$ cat src/verilog/wb_pkg.sv
/*
 Sizes shared by the writeback stage, buffer, mux and register file.
 WB_LANES must stay a power of two and WB_BUF_DEPTH must be a power of two,
 because buffer pointers are WB_BUF_CW-1 bits wide and wrap naturally.
 */
`default_nettype none

package wb_pkg;

   // Result data word
   localparam int WB_DW        = 64;

   // Log2 of the writeback lane count
   localparam int WB_P_WIDTH   = 1;

   // Lanes derived from the log2 width
   localparam int WB_LANES     = (1 << WB_P_WIDTH);

   // Physical register address
   // 64 registers in the PRF
   localparam int PRF_AW       = 6;

   // Combinational read ports on the PRF
   localparam int PRF_RPORTS   = 4;

   // Entries held per lane before ex_ready drops
   localparam int WB_BUF_DEPTH = 2;

   // Occupancy count width
   // Must reach WB_BUF_DEPTH itself
   localparam int WB_BUF_CW    = 2;

endpackage

`default_nettype wire

$ cat src/verilog/wb_bus_if.sv
/*
 Link between the per-lane result buffers and the writeback mux.
 Lane i uses bit i of the valid and ready masks and slice i of address
 and data. A head leaves its buffer on an edge with valid and ready high.
 */
`timescale 1ns/100ps
`default_nettype none

interface wb_bus_if;
   import wb_pkg::*;

   // Oldest buffered result of each lane
   logic [WB_LANES-1:0]        head_valid;
   logic [WB_LANES*PRF_AW-1:0] head_waddr;
   logic [WB_LANES*WB_DW-1:0]  head_wdata;

   // Pop permission back from the mux
   // Already folds in ROB ready and LSU priority
   logic [WB_LANES-1:0]        pop_ready;

   // Result buffer side
   modport rbuf
   (
      output head_valid,
      output head_waddr,
      output head_wdata,
      input  pop_ready
   );

   // Mux side
   modport mux
   (
      input  head_valid,
      input  head_waddr,
      input  head_wdata,
      output pop_ready
   );

endinterface

`default_nettype wire

$ cat src/verilog/wb_mux.sv
/*
 Writeback steering, purely combinational.
 The LSU owns PRF write port 0 whenever lsu_we is high and has no ready;
 the lane-0 execution head then waits. LSU writes never raise wb_fire.
 */
`timescale 1ns/100ps
`default_nettype none

module wb_mux
(
   // From LSU
   input  logic                                       lsu_we,
   input  logic [wb_pkg::PRF_AW-1:0]                  lsu_waddr,
   input  logic [wb_pkg::WB_DW-1:0]                   lsu_wdata,
   // From ROB
   input  logic [wb_pkg::WB_LANES-1:0]                rob_ready,
   // From the result buffers
   wb_bus_if.mux                                      bus,
   // To PRF
   output logic [wb_pkg::WB_LANES-1:0]                prf_we,
   output logic [wb_pkg::WB_LANES*wb_pkg::PRF_AW-1:0] prf_waddr,
   output logic [wb_pkg::WB_LANES*wb_pkg::WB_DW-1:0]  prf_wdata,
   // To ROB
   output logic [wb_pkg::WB_LANES-1:0]                wb_fire
);
   import wb_pkg::*;

   genvar i;

   // LSU blocks only lane 0
   assign bus.pop_ready = rob_ready & ~{{(WB_LANES-1){1'b0}}, lsu_we};

   // Execution head written on every lane that pops
   assign wb_fire = bus.head_valid & bus.pop_ready;

   // Lane 0 arbiter with LSU priority
   assign prf_we[0] = lsu_we | wb_fire[0];
   assign prf_waddr[0 +: PRF_AW] = lsu_we ? lsu_waddr : bus.head_waddr[0 +: PRF_AW];
   assign prf_wdata[0 +: WB_DW] = lsu_we ? lsu_wdata : bus.head_wdata[0 +: WB_DW];

   // Remaining lanes go straight through
   generate
      for (i = 1; i < WB_LANES; i = i + 1)
      begin : gen_lane
         assign prf_we[i] = wb_fire[i];
         assign prf_waddr[i*PRF_AW +: PRF_AW] = bus.head_waddr[i*PRF_AW +: PRF_AW];
         assign prf_wdata[i*WB_DW +: WB_DW] = bus.head_wdata[i*WB_DW +: WB_DW];
      end
   endgenerate

endmodule

`default_nettype wire

$ cat src/flat_wrapper.sv
// flat-port wrapper written by rule: the top's interface ports become plain ports
module wb_mux_flat import wb_pkg::*;
  (lsu_we, lsu_waddr, lsu_wdata, rob_ready, prf_we, prf_waddr, prf_wdata, wb_fire, bus_head_valid, bus_head_waddr, bus_head_wdata, bus_pop_ready);
  wb_bus_if bus_i ();
  input  logic lsu_we;
  input  logic [wb_pkg::PRF_AW-1:0] lsu_waddr;
  input  logic [wb_pkg::WB_DW-1:0] lsu_wdata;
  input  logic [wb_pkg::WB_LANES-1:0] rob_ready;
  output logic [wb_pkg::WB_LANES-1:0] prf_we;
  output logic [wb_pkg::WB_LANES*wb_pkg::PRF_AW-1:0] prf_waddr;
  output logic [wb_pkg::WB_LANES*wb_pkg::WB_DW-1:0] prf_wdata;
  output logic [wb_pkg::WB_LANES-1:0] wb_fire;
  input wire logic [$bits(bus_i.head_valid)-1:0] bus_head_valid;
  input wire logic [$bits(bus_i.head_waddr)-1:0] bus_head_waddr;
  input wire logic [$bits(bus_i.head_wdata)-1:0] bus_head_wdata;
  output wire logic [$bits(bus_i.pop_ready)-1:0] bus_pop_ready;
  assign bus_i.head_valid = bus_head_valid;
  assign bus_i.head_waddr = bus_head_waddr;
  assign bus_i.head_wdata = bus_head_wdata;
  assign bus_pop_ready = bus_i.pop_ready;
  wb_mux u_core (.lsu_we(lsu_we), .lsu_waddr(lsu_waddr), .lsu_wdata(lsu_wdata), .rob_ready(rob_ready), .bus(bus_i), .prf_we(prf_we), .prf_waddr(prf_waddr), .prf_wdata(prf_wdata), .wb_fire(wb_fire));
endmodule
$ cat config.mk
export PLATFORM = sky130hd
export DESIGN_NAME = wb_mux_flat
export DESIGN_NICKNAME = d
export VERILOG_FILES = /design/src/verilog/wb_pkg.sv /design/src/verilog/wb_bus_if.sv /design/src/verilog/wb_mux.sv /design/src/flat_wrapper.sv
export SDC_FILE = /design/constraint.sdc
export NUM_CORES = 1
export LEC_CHECK = 0
export ABC_CLOCK_PERIOD_IN_PS = 1650
export BUFFER_PORTS_ARGS = -buffer_cell sky130_fd_sc_hd__buf_4
export CORE_AREA = 4 4 136 138
export DETAILED_ROUTE_END_ITERATION = 8
export DIE_AREA = 0 0 140 142
export GPL_TIMING_DRIVEN = 1
export PLACE_DENSITY_LB_ADDON = 0.15
export RECOVER_POWER = 100
export SETUP_SLACK_MARGIN = 0.5
export SYNTH_ARGS = -nofsm -noshare
export SYNTH_HDL_FRONTEND = slang
export SYNTH_SLANG_ARGS = --single-unit
$ cat constraint.sdc
create_clock -name vclk -period 1.65
set_input_delay 0.33 -clock vclk [all_inputs]
set_output_delay 0.33 -clock vclk [all_outputs]
set_load 0.02 [all_outputs]
==> results of run 1 <==
what timing repair did:
| item | 4_1_cts | 5_1_grt |
|---|---|---|
| setup endpoints to repair | 73 | 73 |
| setup buffers | 0 | 0 |
| gates resized for setup | 62 | 31 |
| cloned | 5 | 2 |
power by group through the flow:
stage | clock (mW) | combinational (mW) | sequential, mW
5_1_grt | 0 | 1.06 | 0
3_3_place_gp | 0 | 0.985 | 0
2_1_floorplan | 0 | 0.761 | 0
3_5_place_dp | 0 | 0.988 | 0
6_report | 0 | 1.00 | 0
4_1_cts | 0 | 1.13 | 0
kinds of logic (layout without fill, tap and decap cells):
logic type,count (synthesis),after routing
muxes,70,70
buffers and inverters,80,233
and+or+nand+nor,3,3
AOI/OAI and AO/OA,1,1
layout by cell type (no fill, tap or decap), types with 2 or more instances in the layout:
cell type	instances
buf_4	144
mux2_4	48
clkbuf_1	42
buf_6	34
mux2_1	22
buf_16	8
clkbuf_16	2
buf_8	2
per-layer routing:
layer | wire length (um) | track usage | vias up
met5 | 0 | 0 | -
met4 | 213 | 0.0138 | 0
met3 | 847 | 0.0198 | 28
met2 | 4060 | 0.129 | 149
met1 | 2180 | 0.0567 | 747
li1 | - | - | 767
worst min-delay path by stage:
stage	endpoint	slack (ns)	cells past startpoint	from
after global routing	prf_wdata[124]	0.66	0	bus_head_wdata[124]
after floorplan	bus_pop_ready[1]	0.77	1	rob_ready[1]
final	prf_wdata[103]	0.66	0	bus_head_wdata[103]
after CTS	prf_waddr[11]	0.66	0	bus_head_waddr[11]
after detailed placement	prf_waddr[11]	0.66	0	bus_head_waddr[11]
after global placement	prf_waddr[11]	0.66	0	bus_head_waddr[11]
final cells by class:
| type | instances | area (um2) |
|---|---|---|
| multi-input combinational | 74 | 998 |
| timing repair buffer | 233 | 1940 |
| fill | 1977 | 14000 |
| tap | 225 | 282 |
per-stage QoR:
| stage | instances | utilization | power, mW | worst slack (ns) |
|---|---|---|---|---|
| 4_1_cts | 530 | 0.200 | 1.13 | 0.227 |
| 2_1_floorplan | 154 | - | 0.761 | 0.380 |
| 3_5_place_dp | 525 | 0.179 | 0.988 | 0.0693 |
| 3_3_place_gp | 525 | 0.179 | 0.985 | 0.0818 |
| 5_1_grt | 532 | 0.188 | 1.06 | 0.154 |
| 6_report | 532 | 0.188 | 1.00 | 0.194 |
==> reports/qor.txt, run 1 <==
Outcome: finished, final reports clean
Number of port buffers: 221
Sequential Area: 0 um2
Core area: 0.0172 mm2
Initial core utilization: 0.102
Area contributors post-synth: mux2_4, buf_4, buf_12, mux2_2, buf_8
Hold buffers post-CTS: 0
DP Wirelength: 5.84 mm
Setup TNS: 0 ns
Slowest stage cell, crit path: clkbuf_1
Max rail drop VDD: 0.0900 mV
Worst path cell trace: buf_16 > clkbuf_16 > and3b_2 > clkbuf_1
Final slew viol count: 0
Final RePlAce weighted congestion: 0.716
Post-synthesis mux area share: 0.592
Max Clock Freq: 687 MHz
Setup CP Type: in -> out
Adder-Cell Fraction of Synth Area: 0
Leakage power total: 1.60 nW
Inserted Diodes: 0
Synthesized cell area: 0.00176 mm2
Commonest cells post-synth: buf_4, mux2_4, buf_12, mux2_2
WHS: 0.660 ns
FFs & Latches: 0
Compound-gate portion of the synthesized area: 0.00428
RSZ-0062 raised after global routing: true
Crit. path cell count: 4
CP peak stage delay: 0.27 ns
Initial antenna violation count: 0
Final Cell Area: 0.00322 mm2
GRT Residual Overflow: 0
DR iter-0 viols: 14
Largest family of logic cells by synthesized area: multiplexers
Share of cells above drive strength 1: 0.782
CP bufs+invs: 3
Total number of vias: 1,691
Hold Crit Class: in -> out
Synth Area in Simple Gates: 0.0121
Critical path's top delay family: buffers and inverters
# DRC: 0
Syn avg cell area: 11.4 um2
Wire per inst: 13.7 um
Sw Share: 0.401
Post-synth top area share: 0.573
First-pass GRT wire length: 9.84 mm
Top-count cell post-synth: buf_4
Layout area overhead: 83.5%
Switch Pwr: 0.403 mW
Synth Area in XOR/XNOR: 0
Final worst path period share: 0.882
Worst Tran Pin Value: 0.325 ns
Placement row count: 48
Final net count: 524
I/O pin count: 361
TritonRoute pass-1 iters: 3
GRT Overall Usage: 0.0614
Vias in the first global route: 1,795
Synthesized Nets: 369
Worst Setup EP: wb_fire[0]
Die Wd: 140 um
Leading area contributor after synthesis: mux2_4
Syn. warnings: 0
Distinct cells, synth: 10
Maximum fanout along the worst path: 6
Pwr/cell area: 311 mW/mm2
Max_cap viols: 0
Slew HR: 0.784
Worst Setup End Kind: primary output
Die H: 142 um
Post-Syn Instances: 154
Hold Vio Cnt, Final: 0
Post-Route WL: 7.31 mm
CP required: 1.32 ns
Gate power share: 1.000
Worst setup path start: lsu_we
Post-DP Area: 0.00307 mm2
Setup violators final: 0
P_int: 0.601 mW
Min Tclk post-route: 1.46 ns
Crit start category: primary input
Crit path DAT: 1.13 ns
Register share of total power: 0
Clk pwr share: 0
Sequential fraction of the synthesis area: 0
Die area: 0.0199 mm2
Clock buffers: 0
Vias per inst: 3.18
ANT nets after route: 0
Largest net degree at the start of global routing: 14
(Power assumes the default switching activity.)
==> run 2: changes to the inputs <==
--- a/config.mk
+++ b/config.mk
@@ -7,11 +7,13 @@
 export LEC_CHECK = 0
 export ABC_CLOCK_PERIOD_IN_PS = 1650
 export BUFFER_PORTS_ARGS = -buffer_cell sky130_fd_sc_hd__buf_4
-export CORE_AREA = 4 4 136 138
+export CELL_PAD_IN_SITES_DETAIL_PLACEMENT = 1
+export CELL_PAD_IN_SITES_GLOBAL_PLACEMENT = 1
+export CORE_AREA = 4 4 138 140
 export DETAILED_ROUTE_END_ITERATION = 8
-export DIE_AREA = 0 0 140 142
+export DIE_AREA = 0 0 142 144
 export GPL_TIMING_DRIVEN = 1
-export PLACE_DENSITY_LB_ADDON = 0.15
+export PLACE_DENSITY_LB_ADDON = 0.2
 export RECOVER_POWER = 100
 export SETUP_SLACK_MARGIN = 0.5
 export SYNTH_ARGS = -nofsm -noshare
==> run 2 against run 1 <==
Compared with the run above: clock-buffer cell count did not move; non-clock buffer count up 2; design area increased by 0.39%; total power up 0.27%; critical path type unchanged; largest cell class unchanged; largest power group unchanged.
==> reports/qor.txt, run 2 (same netlist as run 1, synthesis figures left out) <==
Max Clock Freq: 682 MHz
Fin util: 0.181
I/O pin count: 361
# DRC: 0
Wire per inst: 14.8 um
Worst Tran Pin Value: 0.313 ns
Slowest stage cell, crit path: mux2_1
ANT nets after route: 0
Hold Path Stages: 0
Inserted Diodes: 0
Sw Share: 0.404
Clock buffers: 0
Clk pwr share: 0
FFs & Latches: 0
DP Wirelength: 6.31 mm
Final worst path period share: 0.888
Multi-input gate area: 991 um2
Final worst slack: 0.185 ns
Number of port buffers: 221
CP bufs+invs: 3
Pre-CTS setup slack: 0.0785 ns
Hold Crit Class: in -> out
Hold Vio Cnt, Final: 0
Core area: 0.0178 mm2
Largest net degree at the start of global routing: 15
Outcome: finished, final reports clean
Register share of total power: 0
TritonRoute pass-1 iters: 2
Slew HR: 0.792
Placement row count: 49
First-pass GRT wire length: 10.7 mm
Crit path DAT: 1.14 ns
Pwr/cell area: 311 mW/mm2
Sequential Area: 0 um2
Die H: 144 um
WHS: 0.660 ns
DR iter-0 viols: 5
Crit. path cell count: 4
Met2 WL post-DR: 4.39 mm
Final slew viol count: 0
Worst path cell trace: buf_16 > clkbuf_16 > mux2_1 > buf_6
CP required: 1.32 ns
Final RePlAce weighted congestion: 0.700
Commonest non-fill, non-tap cell in the layout: buf_4
GRT Residual Overflow: 0
Initial core utilization: 0.0984
WL met1: 2.54 mm
Die area: 0.0204 mm2
Crit start category: primary input
Die Wd: 142 um
Setup violators final: 0
Leakage power total: 1.60 nW
Setup CP Type: in -> out
GRT Overall Usage: 0.0653
Max rail drop VDD: 0.0987 mV
Final net count: 526
Layout area overhead: 84.2%
Max_cap viols: 0
Total number of vias: 1,719
Vias per inst: 3.20
CP peak stage delay: 0.34 ns
Routed wl met3: 879 um
Gate power share: 1.000
Setup TNS: 0 ns
Hold buffers post-CTS: 0
Share of cells above drive strength 1: 0.790
Post-Route WL: 7.98 mm
Filler cell count: 2,095
Maximum fanout along the worst path: 8
Critical path's top delay family: buffers and inverters
Vias in the first global route: 1,988
Initial antenna violation count: 0
P_int: 0.599 mW
Worst Setup End Kind: primary output
Switch Pwr: 0.407 mW
RSZ-0062 raised after global routing: true
Min Tclk post-route: 1.47 ns
DR top layer: met4
Commonest cells after routing, fill and taps aside: buf_4, mux2_4, clkbuf_1, buf_6, mux2_1
Total power: 1.01 mW
-- run 2: routing by layer --
layer  global-route usage  up-vias
met5                    0        -
met4               0.0152        0
met3               0.0172       32
met2                0.129      134
met1               0.0683      781
li1                     -      772
-- run 2: path summary, 6_finish.rpt --
path	slack (ns)	end	startpoint
setup / recovery	0.18	prf_wdata[5]	lsu_we
hold / removal	0.66	prf_wdata[111]	bus_head_wdata[111]
-- run 2: cell type report --
type / instances / area share
timing repair buffer: 235 / 0.605
multi-input combinational: 74 / 0.306
tap: 229 / 0.0886
-- run 2: metrics by stage --
stage	cells	area (um2)
4_1_cts	535	3360
2_1_floorplan	154	1770
3_5_place_dp	528	3070
6_report	538	3230
3_3_place_gp	528	3070
5_1_grt	538	3230
-- run 2: power by group through the flow --
stage               Clock [mW]  Sequential, mW  Combinational [mW]
global placement             0               0               0.985
floorplan                    0               0               0.761
global route                 0               0                1.07
detailed placement           0               0               0.994
finish                       0               0                1.01
CTS                          0               0                1.10
-- run 2: timing repair --
item                                    4_1_cts  5_1_grt
setup buffers                                 2        0
pin swaps                                     0        0
endpoints found under the setup margin       73       73
cloned                                        5        3
resized for setup                            39       45
