$ cat config.mk
export PLATFORM = sky130hd
export DESIGN_NAME = wb_result_buf_flat
export DESIGN_NICKNAME = d
export VERILOG_FILES = /design/src/verilog/wb_pkg.sv /design/src/verilog/wb_bus_if.sv /design/src/verilog/wb_result_buf.sv /design/src/flat_wrapper.sv
export SDC_FILE = /design/constraint.sdc
export NUM_CORES = 1
export LEC_CHECK = 0
export BUFFER_PORTS_ARGS = -buffer_cell sky130_fd_sc_hd__buf_2
export CAP_MARGIN = 20
export CORE_MARGIN = 1
export CORE_UTILIZATION = 44
export CTS_BUF_LIST = sky130_fd_sc_hd__clkbuf_16
export DETAILED_ROUTE_END_ITERATION = 10
export PLACE_DENSITY = 0.66
export SYNTH_ARGS = -nofsm -noshare
export SYNTH_HDL_FRONTEND = slang
export SYNTH_SLANG_ARGS = --single-unit
$ cat constraint.sdc
create_clock -name clk -period 4.7 [get_ports clk]
set_input_delay 0.705 -clock clk [delete_from_list [all_inputs] [get_ports clk]]
set_output_delay 0.705 -clock clk [all_outputs]
set_load 0.02 [all_outputs]
$ cat src/verilog/wb_pkg.sv
/*
 Sizes shared by the writeback stage, buffer, mux and register file.
 WB_LANES must stay a power of two and WB_BUF_DEPTH must be a power of two,
 because buffer pointers are WB_BUF_CW-1 bits wide and wrap naturally.
 */
`default_nettype none

package wb_pkg;

   // Result data word
   localparam int WB_DW        = 64;

   // Log2 of the writeback lane count
   localparam int WB_P_WIDTH   = 1;

   // Lanes derived from the log2 width
   localparam int WB_LANES     = (1 << WB_P_WIDTH);

   // Physical register address
   // 64 registers in the PRF
   localparam int PRF_AW       = 6;

   // Combinational read ports on the PRF
   localparam int PRF_RPORTS   = 4;

   // Entries held per lane before ex_ready drops
   localparam int WB_BUF_DEPTH = 2;

   // Occupancy count width
   // Must reach WB_BUF_DEPTH itself
   localparam int WB_BUF_CW    = 2;

endpackage

`default_nettype wire

$ cat src/verilog/wb_bus_if.sv
/*
 Link between the per-lane result buffers and the writeback mux.
 Lane i uses bit i of the valid and ready masks and slice i of address
 and data. A head leaves its buffer on an edge with valid and ready high.
 */
`timescale 1ns/100ps
`default_nettype none

interface wb_bus_if;
   import wb_pkg::*;

   // Oldest buffered result of each lane
   logic [WB_LANES-1:0]        head_valid;
   logic [WB_LANES*PRF_AW-1:0] head_waddr;
   logic [WB_LANES*WB_DW-1:0]  head_wdata;

   // Pop permission back from the mux
   // Already folds in ROB ready and LSU priority
   logic [WB_LANES-1:0]        pop_ready;

   // Result buffer side
   modport rbuf
   (
      output head_valid,
      output head_waddr,
      output head_wdata,
      input  pop_ready
   );

   // Mux side
   modport mux
   (
      input  head_valid,
      input  head_waddr,
      input  head_wdata,
      output pop_ready
   );

endinterface

`default_nettype wire

$ cat src/verilog/wb_result_buf.sv
/*
 Per-lane result FIFOs of WB_BUF_DEPTH entries between EX and writeback.
 ex_ready comes from registered occupancy only, so a full lane accepts
 again only on the edge after its head pops. Payload storage has no reset.
 */
`timescale 1ns/100ps
`default_nettype none

module wb_result_buf
(
   input  logic                                       clk,
   input  logic                                       rst_n,
   // From EX
   input  logic [wb_pkg::WB_LANES-1:0]                ex_valid,
   input  logic [wb_pkg::WB_LANES*wb_pkg::PRF_AW-1:0] ex_waddr,
   input  logic [wb_pkg::WB_LANES*wb_pkg::WB_DW-1:0]  ex_wdata,
   output logic [wb_pkg::WB_LANES-1:0]                ex_ready,
   // To the mux
   wb_bus_if.rbuf                                     bus
);
   import wb_pkg::*;

   genvar i;

   generate
      for (i = 0; i < WB_LANES; i = i + 1)
      begin : gen_lane
         // Entry payloads
         logic [PRF_AW-1:0]    addr_q [WB_BUF_DEPTH];
         logic [WB_DW-1:0]     data_q [WB_BUF_DEPTH];
         // Pointers one bit narrower than the count
         logic [WB_BUF_CW-2:0] wr_ptr;
         logic [WB_BUF_CW-2:0] rd_ptr;
         logic [WB_BUF_CW-1:0] cnt;
         logic                 push;
         logic                 pop;

         // Room left in this lane
         assign ex_ready[i] = (cnt < WB_BUF_CW'(WB_BUF_DEPTH));

         // EX handshake
         assign push = ex_valid[i] & ex_ready[i];

         // Head taken by the mux this cycle
         assign pop = bus.head_valid[i] & bus.pop_ready[i];

         // Oldest entry goes out to the mux
         assign bus.head_valid[i] = (cnt != '0);
         assign bus.head_waddr[i*PRF_AW +: PRF_AW] = addr_q[rd_ptr];
         assign bus.head_wdata[i*WB_DW +: WB_DW] = data_q[rd_ptr];

         // Payload write at the tail
         always_ff @(posedge clk)
         begin
            if (push)
            begin
               addr_q[wr_ptr] <= ex_waddr[i*PRF_AW +: PRF_AW];
               data_q[wr_ptr] <= ex_wdata[i*WB_DW +: WB_DW];
            end
         end

         // Pointers and occupancy
         always_ff @(posedge clk or negedge rst_n)
         begin
            if (!rst_n)
            begin
               wr_ptr <= '0;
               rd_ptr <= '0;
               cnt <= '0;
            end
            else
            begin
               if (push)
               begin
                  wr_ptr <= wr_ptr + 1'b1;
               end
               if (pop)
               begin
                  rd_ptr <= rd_ptr + 1'b1;
               end
               // Push and pop together leave the count alone
               case ({push, pop})
                  2'b10:
                  begin
                     cnt <= cnt + 1'b1;
                  end
                  2'b01:
                  begin
                     cnt <= cnt - 1'b1;
                  end
                  default:
                  begin
                     cnt <= cnt;
                  end
               endcase
            end
         end
      end
   endgenerate

endmodule

`default_nettype wire

$ cat src/flat_wrapper.sv
// flat-port wrapper written by rule: the top's interface ports become plain ports
module wb_result_buf_flat import wb_pkg::*;
  (clk, rst_n, ex_valid, ex_waddr, ex_wdata, ex_ready, bus_head_valid, bus_head_waddr, bus_head_wdata, bus_pop_ready);
  wb_bus_if bus_i ();
  input  logic clk;
  input  logic rst_n;
  input  logic [wb_pkg::WB_LANES-1:0] ex_valid;
  input  logic [wb_pkg::WB_LANES*wb_pkg::PRF_AW-1:0] ex_waddr;
  input  logic [wb_pkg::WB_LANES*wb_pkg::WB_DW-1:0] ex_wdata;
  output logic [wb_pkg::WB_LANES-1:0] ex_ready;
  output wire logic [$bits(bus_i.head_valid)-1:0] bus_head_valid;
  output wire logic [$bits(bus_i.head_waddr)-1:0] bus_head_waddr;
  output wire logic [$bits(bus_i.head_wdata)-1:0] bus_head_wdata;
  input wire logic [$bits(bus_i.pop_ready)-1:0] bus_pop_ready;
  assign bus_head_valid = bus_i.head_valid;
  assign bus_head_waddr = bus_i.head_waddr;
  assign bus_head_wdata = bus_i.head_wdata;
  assign bus_i.pop_ready = bus_pop_ready;
  wb_result_buf u_core (.clk(clk), .rst_n(rst_n), .ex_valid(ex_valid), .ex_waddr(ex_waddr), .ex_wdata(ex_wdata), .ex_ready(ex_ready), .bus(bus_i));
endmodule
==> flow_metrics.py, run 1 <==
metrics = {
    "power_and_ir_drop": {
        "p_leak_nw": 5.55,
        "powerDensity_mw_per_mm2": 632,
        "peakVddDrop_uv": 376,
        "power.total_mw": 8.74,
    },
    "place": {
        "numPortBuffers": 289,
        "hpwlAfterDp_mm": 14.5,
        "gp_congestion": 0.769,
        "place_inst": 1080,
    },
    "global_routing": {
        "overflow": 0,
        "grtUsageTotal": 0.155,
        "grt_pass1_wl_mm": 30.9,
        "grt_start_max_net_pins": 71,
        "antenna_found_initial": 3,
        "grt_pass1_vias": 5655,
    },
    "finish": {
        "area_growth_pct": 23.5,
        "seq_area_sq_mm": 0.00862,
        "stdcell_count": 1139,
        "multiInputGateArea_sq_mm": 0.00229,
        "drive_gt1_frac": 0.607,
        "nets": 932,
        "nFillCells": 1969,
        "final_util": 0.552,
    },
    "setup_path": {
        "worst_setup_path_start_kind": "flop",
        "critPathArrivalTime_ns": 2.61,
        "end_kind": "output pin",
        "crit_fanout": 53,
        "cp.required_ns": 3.99,
        "critical_path_class": "flop to output pin",
    },
    "cts": {
        "clkSinkCount": 288,
        "cts.clk_slew.worst_paths_ns": 0.06,
        "cts_tree": "yes",
        "cts_root_buffer": "clkbuf_16",
        "cts_buffers": 29,
        "ctsResizeCount": 0,
        "cts_max_level": 1,
        "insertion_delay_ns": 0.53,
        "cts_buffer_depth": 3,
    },
    "timing": {
        "period_needed_ns": 3.32,
        "drv_slew": 0,
        "slew_headroom": 0.338,
        "setup_viol": 0,
        "fin_skew_ns": 0.00753,
        "max_freq_mhz": 301,
        "rsz0062_at_grt": "false",
        "hold_ws_ns": 0.359,
        "hold_violations": 0,
        "worstMarginPinSlew_ns": 0.993,
        "layout_worst_path_cycle_share": 0.706,
        "fin_tns_setup_ns": 0,
    },
    "logic_synthesis": {
        "netlist_instances": 470,
        "syn_nets": 618,
        "syn_area_per_cell_sq_um": 23.8,
        "ys_types": 15,
        "ys_seq_elements": 288,
        "seq_area_frac_synth": 0.769,
        "yosys_warnings": 0,
        "syn-cell-area_sq_mm": 0.0112,
    },
    "drt": {
        "wl_met2_mm": 11.5,
        "drt_wl_total_mm": 21.0,
        "route.detailed.drc": 1,
        "dr.pass1.iters": 7,
        "routedLengthMet1_mm": 7.71,
        "wl_per_cell_microns": 18.4,
        "ant_nets": 0,
        "vias": 5342,
        "wl_met3_mm": 1.12,
        "top_layer": "met4",
        "first_iter_violations": 230,
        "avgViaCountPerCell": 4.69,
    },
    "floorplan": {
        "core_sq_mm": 0.0250,
        "boundaryPins": 290,
        "fp.dieH_microns": 161,
        "rows": 58,
        "floorplan.initialDensity": 0.447,
        "dieArea_sq_mm": 0.0261,
        "die_w_microns": 161,
    },
    "worst_hold_path": {
        "hp-class": "primary input to flop",
    },
    "run_status": {
        "status": "finished, violations left",
        "violations": "DRC",
    },
    "job": {
        "cap_violations": 0,
    },
}
[worst max-delay path: stages, from the launching register on]
cell	delay (ns)
dfrtp_4	1.07
buf_4	0.48
mux2_4	0.33
buf_2	0.16
[per-stage QoR]
stage	instance area, sq um	setup slack [ns]
2_1_floorplan	11200	0.463
3_3_place_gp	12800	1.95
3_5_place_dp	12800	1.89
4_1_cts	13800	1.31
5_1_grt	13800	1.24
6_report	13800	1.38
[layout by cell type (no fill, tap or decap), drive strengths merged]
master,count
inv,8
clkbuf,29
edfxtp,280
ha,2
nand2,2
or2,2
dlygate4sd3,1
dfrtp,8
diode,3
xor2,2
and2,2
bufinv,3
and3,2
nor2,4
clkinv,12
mux2,140
xnor2,8
buf,298
clkinvlp,3
[kinds of logic (layout without fill, tap and decap cells)]
family | after synthesis | count (layout) | share of synthesized area
and+or+nand+nor | 12 | 12 | 0.00581
DFF | 288 | 288 | 0.769
xor gates and xnor gates | 10 | 10 | 0.00783
buffers and inverters | 18 | 354 | 0.0277
other | 0 | 3 | 0
muxes | 140 | 140 | 0.187
adders and majority gates | 2 | 2 | 0.00224
[report_power, final]
group | switching, mW | internal (mW)
Combinational | 1.51 | 1.34
Sequential | 0.307 | 3.37
Clock | 0.912 | 1.29
[synth_stat cells, drive strengths merged]
cell	instances	area (sq um)
and2	2	17.5
and3	2	12.5
buf	16	303
dfrtp	8	200
edfxtp	280	8410
ha	2	25.0
inv	2	7.51
mux2	140	2090
nand2	2	7.51
nor2	4	15.0
or2	2	12.5
xnor2	8	70.1
xor2	2	17.5
[per-layer routing]
| layer | vias up | GRT usage |
|---|---|---|
| met5 | - | 0 |
| met4 | 0 | 0.0652 |
| met3 | 43 | 0.0318 |
| met2 | 176 | 0.282 |
| met1 | 2633 | 0.175 |
| li1 | 2490 | - |
[cell type report]
cell class / count / area share
Timing Repair Buffer: 299 / 0.113
Multi-Input combinational cell: 164 / 0.166
Tap cell: 330 / 0.0299
Antenna cell: 3 / 0.000543
Clock buffer: 29 / 0.0525
Sequential cell: 288 / 0.624
Inverter: 2 / 0.000543
Clock inverter: 24 / 0.0143
[repair_timing]
| item | 4_1_cts | 5_1_grt |
|---|---|---|
| endpoints found under the hold margin | 8 | 0 |
| hold buffers | 1 | 0 |
| setup buffers | 0 | 0 |
[path summary, 6_finish.rpt]
path | to | cells past startpoint | from | slack, ns
setup reg to reg | u_core.gen_lane[1].data_q[0][53] | 4 | u_core.gen_lane[1].cnt[1] | 2.44
hold / removal | u_core.gen_lane[0].data_q[0][4] | 1 | ex_wdata[4] | 0.36
max in group asynchronous | u_core.gen_lane[0].rd_ptr | 2 | rst_n | 3.90
hold reg to reg | u_core.gen_lane[1].cnt[0] | 1 | u_core.gen_lane[1].cnt[0] | 0.51
setup / recovery | bus_head_wdata[50] | 3 | u_core.gen_lane[0].rd_ptr | 1.38
min in group asynchronous | u_core.gen_lane[1].rd_ptr | 2 | rst_n | 0.61
[sequential cells by signal (all words and copies together) (netlist names)]
register / cells
u_core.gen_lane.cnt: 4
u_core.gen_lane.addr_q: 24
u_core.gen_lane.data_q: 256
u_core.gen_lane.rd_ptr: 2
u_core.gen_lane.wr_ptr: 2
Power figures use the tool's default switching activity.
==> run 2: changes to the inputs <==
- clock period: 4.7 -> 3.4 ns (I/O delays scaled with it)
==> flow_metrics.py, run 2 (synthesized netlist as in run 1, its figures left out) <==
metrics = {
    "run_status": {
        "status": "finished clean",
    },
    "finish": {
        "area_growth_pct": 23.3,
        "largestRegisters": "u_core.gen_lane.data_q x256, u_core.gen_lane.addr_q x24, u_core.gen_lane.cnt x4",
        "largest_register_ffs": 256,
        "final_common_cell": "buf_2",
        "drive_gt1_frac": 0.606,
        "regMostFlops": "u_core.gen_lane.data_q",
        "design_area_sq_mm": 0.0138,
        "final_cell_mix": "289 x buf_2, 280 x edfxtp_1, 138 x mux2_4",
        "nets": 931,
    },
    "floorplan": {
        "rows": 58,
        "boundaryPins": 290,
        "floorplan.initialDensity": 0.447,
        "dieArea_sq_mm": 0.0261,
        "fp.dieH_microns": 161,
        "die_w_microns": 161,
        "core_sq_mm": 0.0250,
    },
    "place": {
        "gp_congestion": 0.754,
        "numPortBuffers": 289,
        "hpwlAfterDp_mm": 14.1,
        "dpl_cell_area_sq_mm": 0.0129,
        "pre_cts_ws_ns": 1.12,
    },
    "timing": {
        "rsz0062_at_grt": "false",
        "setup_viol": 0,
        "fin_skew_ns": 0.0118,
        "slew_headroom": 0.352,
        "max_freq_mhz": 356,
        "fin_tns_setup_ns": 0,
        "setup_ws_ns": 0.594,
        "period_needed_ns": 2.81,
        "hold_violations": 0,
        "layout_worst_path_cycle_share": 0.825,
        "worstMarginPinSlew_ns": 0.972,
        "drv_slew": 0,
    },
    "global_routing": {
        "overflow": 0,
        "grt_pass1_vias": 5737,
        "grt_start_max_net_pins": 71,
        "grtUsageTotal": 0.154,
        "antenna_found_initial": 7,
        "grt_pass1_wl_mm": 31.0,
    },
    "power_and_ir_drop": {
        "power.total_mw": 12.0,
        "peakVddDrop_uv": 491,
        "p_leak_nw": 5.54,
        "powerDensity_mw_per_mm2": 868,
    },
    "cts": {
        "cts_buffer_depth": 3,
        "cts_buffers": 29,
        "insertion_delay_ns": 0.53,
        "cts.clk_slew.worst_paths_ns": 0.06,
        "postCtsSetupBuffers": 0,
        "ctsResizeCount": 0,
        "cts_root_buffer": "clkbuf_16",
        "clkSinkCount": 288,
        "cts_tree": "yes",
        "cts_max_level": 1,
    },
    "setup_path": {
        "worst_setup_path_start_kind": "flop",
        "cp.required_ns": 2.89,
        "crit_fanout": 35,
        "reg2reg_from": "u_core.gen_lane[1].cnt[1]",
        "critical_path_class": "flop to output pin",
        "end_kind": "output pin",
        "critPathArrivalTime_ns": 2.30,
        "cp-startpoint": "u_core.gen_lane[0].rd_ptr",
    },
    "drt": {
        "first_iter_violations": 207,
        "drt_wl_total_mm": 20.8,
        "ant_nets": 0,
        "route.detailed.drc": 0,
        "wl_per_cell_microns": 18.2,
        "vias": 5357,
        "dr.pass1.iters": 4,
        "avgViaCountPerCell": 4.70,
    },
    "worst_hold_path": {
        "worstHoldStart": "ex_wdata[46]",
        "hp-class": "primary input to flop",
    },
    "job": {
        "cap_violations": 0,
    },
}
==> run 2: cell types whose count changed in the layout (fill, tap and decap cells not counted), sizes merged <==
| cell | delta |
|---|---|
| bufinv | -1 |
| inv | -1 |
| clkinvlp | -1 |
| clkinv | +2 |
| buf | -1 |
| diode | +4 |
==> run 2: critical path: stages (launching register included) <==
cell     delay, ns
dfrtp_4       0.84
buf_4         0.40
mux2_4        0.33
buf_2         0.16
==> run 2: report_power, final <==
group | internal [mW] | switching, mW
Combinational | 1.85 | 2.16
Sequential | 4.66 | 0.366
Clock | 1.69 | 1.25
==> run 2: final cells by class <==
| type | count | area, sq um |
|---|---|---|
| Timing Repair Buffer | 298 | 1570 |
| Multi-Input combinational cell | 164 | 2290 |
| Fill cell | 1977 | 11200 |
| Clock inverter | 23 | 161 |
| Tap cell | 330 | 413 |
| Clock buffer | 29 | 726 |
| Sequential cell | 288 | 8620 |
| Inverter | 2 | 7.51 |
| Antenna cell | 7 | 17.5 |
==> run 2: routing by layer <==
layer	wire length, microns	share of wire	global-route usage	up-vias
met4	688	0.033	0.0712	0
met1	7710	0.37	0.172	2667
li1	-	-	-	2487
met5	0	0	0	-
met2	11400	0.55	0.283	158
met3	1050	0.050	0.0295	45
==> run 2: final timing paths <==
path,endpoint,slack (ns),cells after the start
max in group asynchronous,u_core.gen_lane[1].rd_ptr,2.83,2
hold reg to reg,u_core.gen_lane[1].cnt[0],0.52,1
min in group asynchronous,u_core.gen_lane[0].rd_ptr,0.38,2
setup / recovery,bus_head_wdata[55],0.59,3
setup reg to reg,u_core.gen_lane[1].data_q[0][35],1.49,4
hold / removal,u_core.gen_lane[0].data_q[1][46],0.17,1
==> run 2: timing repair <==
action                                  CTS  global route
hold buffers                              1             0
endpoints found under the setup margin    0             0
endpoints found under the hold margin     8             0
==> run 2: stage by stage <==
stage,hold slack (ns),cells,utilization
after floorplan,0.214,470,-
after global placement,0.358,1081,0.515
after detailed placement,0.362,1081,0.515
after CTS,0.138,1134,0.550
after global routing,0.138,1141,0.551
final,0.168,1141,0.551
==> run 3: changes to the inputs <==
- clock period: 3.4 -> 2.7 ns (I/O delays scaled with it)
==> flow_metrics.py, run 3 (synthesized netlist as in run 1, its figures left out) <==
metrics = {
    "setup_path": {
        "critical_path_class": "flop to output pin",
        "critPathArrivalTime_ns": 2.03,
        "end_kind": "output pin",
        "crit_fanout": 36,
        "worst_setup_path_start_kind": "flop",
        "cp.required_ns": 2.30,
        "worstRegToRegCells": 4,
    },
    "power_and_ir_drop": {
        "power.total_mw": 15.2,
        "peakVddDrop_uv": 638,
        "powerDensity_mw_per_mm2": 1100,
        "p_leak_nw": 5.56,
    },
    "place": {
        "gp_congestion": 0.778,
        "hpwlAfterDp_mm": 14.3,
        "numPortBuffers": 289,
        "pre_cts_ws_ns": 0.804,
        "place_inst": 1083,
    },
    "drt": {
        "first_iter_violations": 318,
        "wl_per_cell_microns": 18.3,
        "drt_wl_total_mm": 20.9,
        "route.detailed.drc": 2,
        "dr.pass1.iters": 7,
        "ant_nets": 0,
        "vias": 5387,
        "avgViaCountPerCell": 4.73,
    },
    "timing": {
        "hold_violations": 0,
        "layout_worst_path_cycle_share": 0.904,
        "drv_slew": 0,
        "slew_headroom": 0.562,
        "setup_ws_ns": 0.260,
        "setup_viol": 0,
        "max_freq_mhz": 410,
        "hold_ws_ns": 0.0577,
        "fin_skew_ns": 0.00929,
        "worstMarginPinSlew_ns": 0.656,
        "rsz0062_at_grt": "false",
        "period_needed_ns": 2.44,
        "fin_tns_setup_ns": 0,
    },
    "global_routing": {
        "grt_pass1_wl_mm": 30.4,
        "grt_start_max_net_pins": 71,
        "grt_pass1_vias": 5650,
        "overflow": 0,
        "grtUsageTotal": 0.152,
        "antenna_found_initial": 4,
    },
    "worst_hold_path": {
        "hp-class": "primary input to flop",
        "min_path_cells": 1,
    },
    "run_status": {
        "status": "finished, violations left",
        "violations": "DRC",
    },
    "floorplan": {
        "boundaryPins": 290,
        "fp.dieH_microns": 161,
        "floorplan.initialDensity": 0.447,
        "core_sq_mm": 0.0250,
        "rows": 58,
        "dieArea_sq_mm": 0.0261,
        "die_w_microns": 161,
    },
    "cts": {
        "cts_buffer_depth": 3,
        "cts_max_level": 1,
        "clkSinkCount": 288,
        "cts_hold_buffers": 1,
        "cts_tree": "yes",
        "cts_buffers": 29,
        "insertion_delay_ns": 0.53,
        "postCtsSetupBuffers": 0,
        "ctsResizeCount": 0,
        "cts_root_buffer": "clkbuf_16",
        "cts.clk_slew.worst_paths_ns": 0.06,
    },
    "job": {
        "cap_violations": 0,
    },
    "finish": {
        "drive_gt1_frac": 0.609,
        "area_growth_pct": 24.0,
        "largest_register_ffs": 256,
        "nets": 933,
        "final_cell_mix": "289 x buf_2, 280 x edfxtp_1, 138 x mux2_4",
        "regMostFlops": "u_core.gen_lane.data_q",
        "final_common_cell": "buf_2",
        "stdcell_count": 1138,
        "largestRegisters": "u_core.gen_lane.data_q x256, u_core.gen_lane.addr_q x24, u_core.gen_lane.cnt x4",
    },
}
==> run 3: cell types whose count changed in the layout (fill, tap and decap cells not counted), moves of 2 or more <==
cell / change
diode_2: -4
inv_1: -2
clkinv_2: -4
buf_12: +3
clkinv_4: +3
==> run 3: area by class of cell <==
cell class	instances	area [sq um]
inverters	2	7.51
fillers	1953	11200
clock buffers	29	726
clock inverters	22	198
flip-flops and latches	288	8620
well taps	330	413
repair buffers	300	1620
diodes	3	7.51
multi-input cells	164	2290
==> run 3: worst max-delay path, cell delays in order (launching register included) <==
cell	delay [ns]
dfrtp_4	0.65
buf_12	0.31
mux2_4	0.33
buf_2	0.16
==> run 3: final timing paths <==
| check | endpoint | slack (ns) | from |
|---|---|---|---|
| max | bus_head_wdata[33] | 0.26 | u_core.gen_lane[0].rd_ptr |
| min | u_core.gen_lane[1].data_q[0][17] | 0.06 | ex_wdata[81] |
| max reg2reg | u_core.gen_lane[0].data_q[0][60] | 0.99 | u_core.gen_lane[0].cnt[1] |
| min reg2reg | u_core.gen_lane[1].cnt[0] | 0.52 | u_core.gen_lane[1].cnt[0] |
| max in group asynchronous | u_core.gen_lane[1].rd_ptr | 2.20 | rst_n |
| min in group asynchronous | u_core.gen_lane[0].rd_ptr | 0.30 | rst_n |
==> run 3: power breakdown <==
group	switching (mW)	total (mW)	internal (mW)
logic	2.80	5.19	2.39
registers	0.363	6.23	5.87
clock network	1.58	3.82	2.24
==> run 3: metal layers <==
metal	GRT usage	up-vias	wire length [microns]
met3	0.0334	41	1330
li1	-	2490	-
met1	0.168	2680	7580
met2	0.285	174	11400
met5	0	-	13
met4	0.0557	2	558
==> run 3: stage by stage <==
| step | area, sq um | util |
|---|---|---|
| detailed placement | 12900 | 0.517 |
| global placement | 12900 | 0.517 |
| CTS | 13900 | 0.554 |
| floorplan | 11200 | - |
| finish | 13900 | 0.554 |
| global route | 13900 | 0.554 |
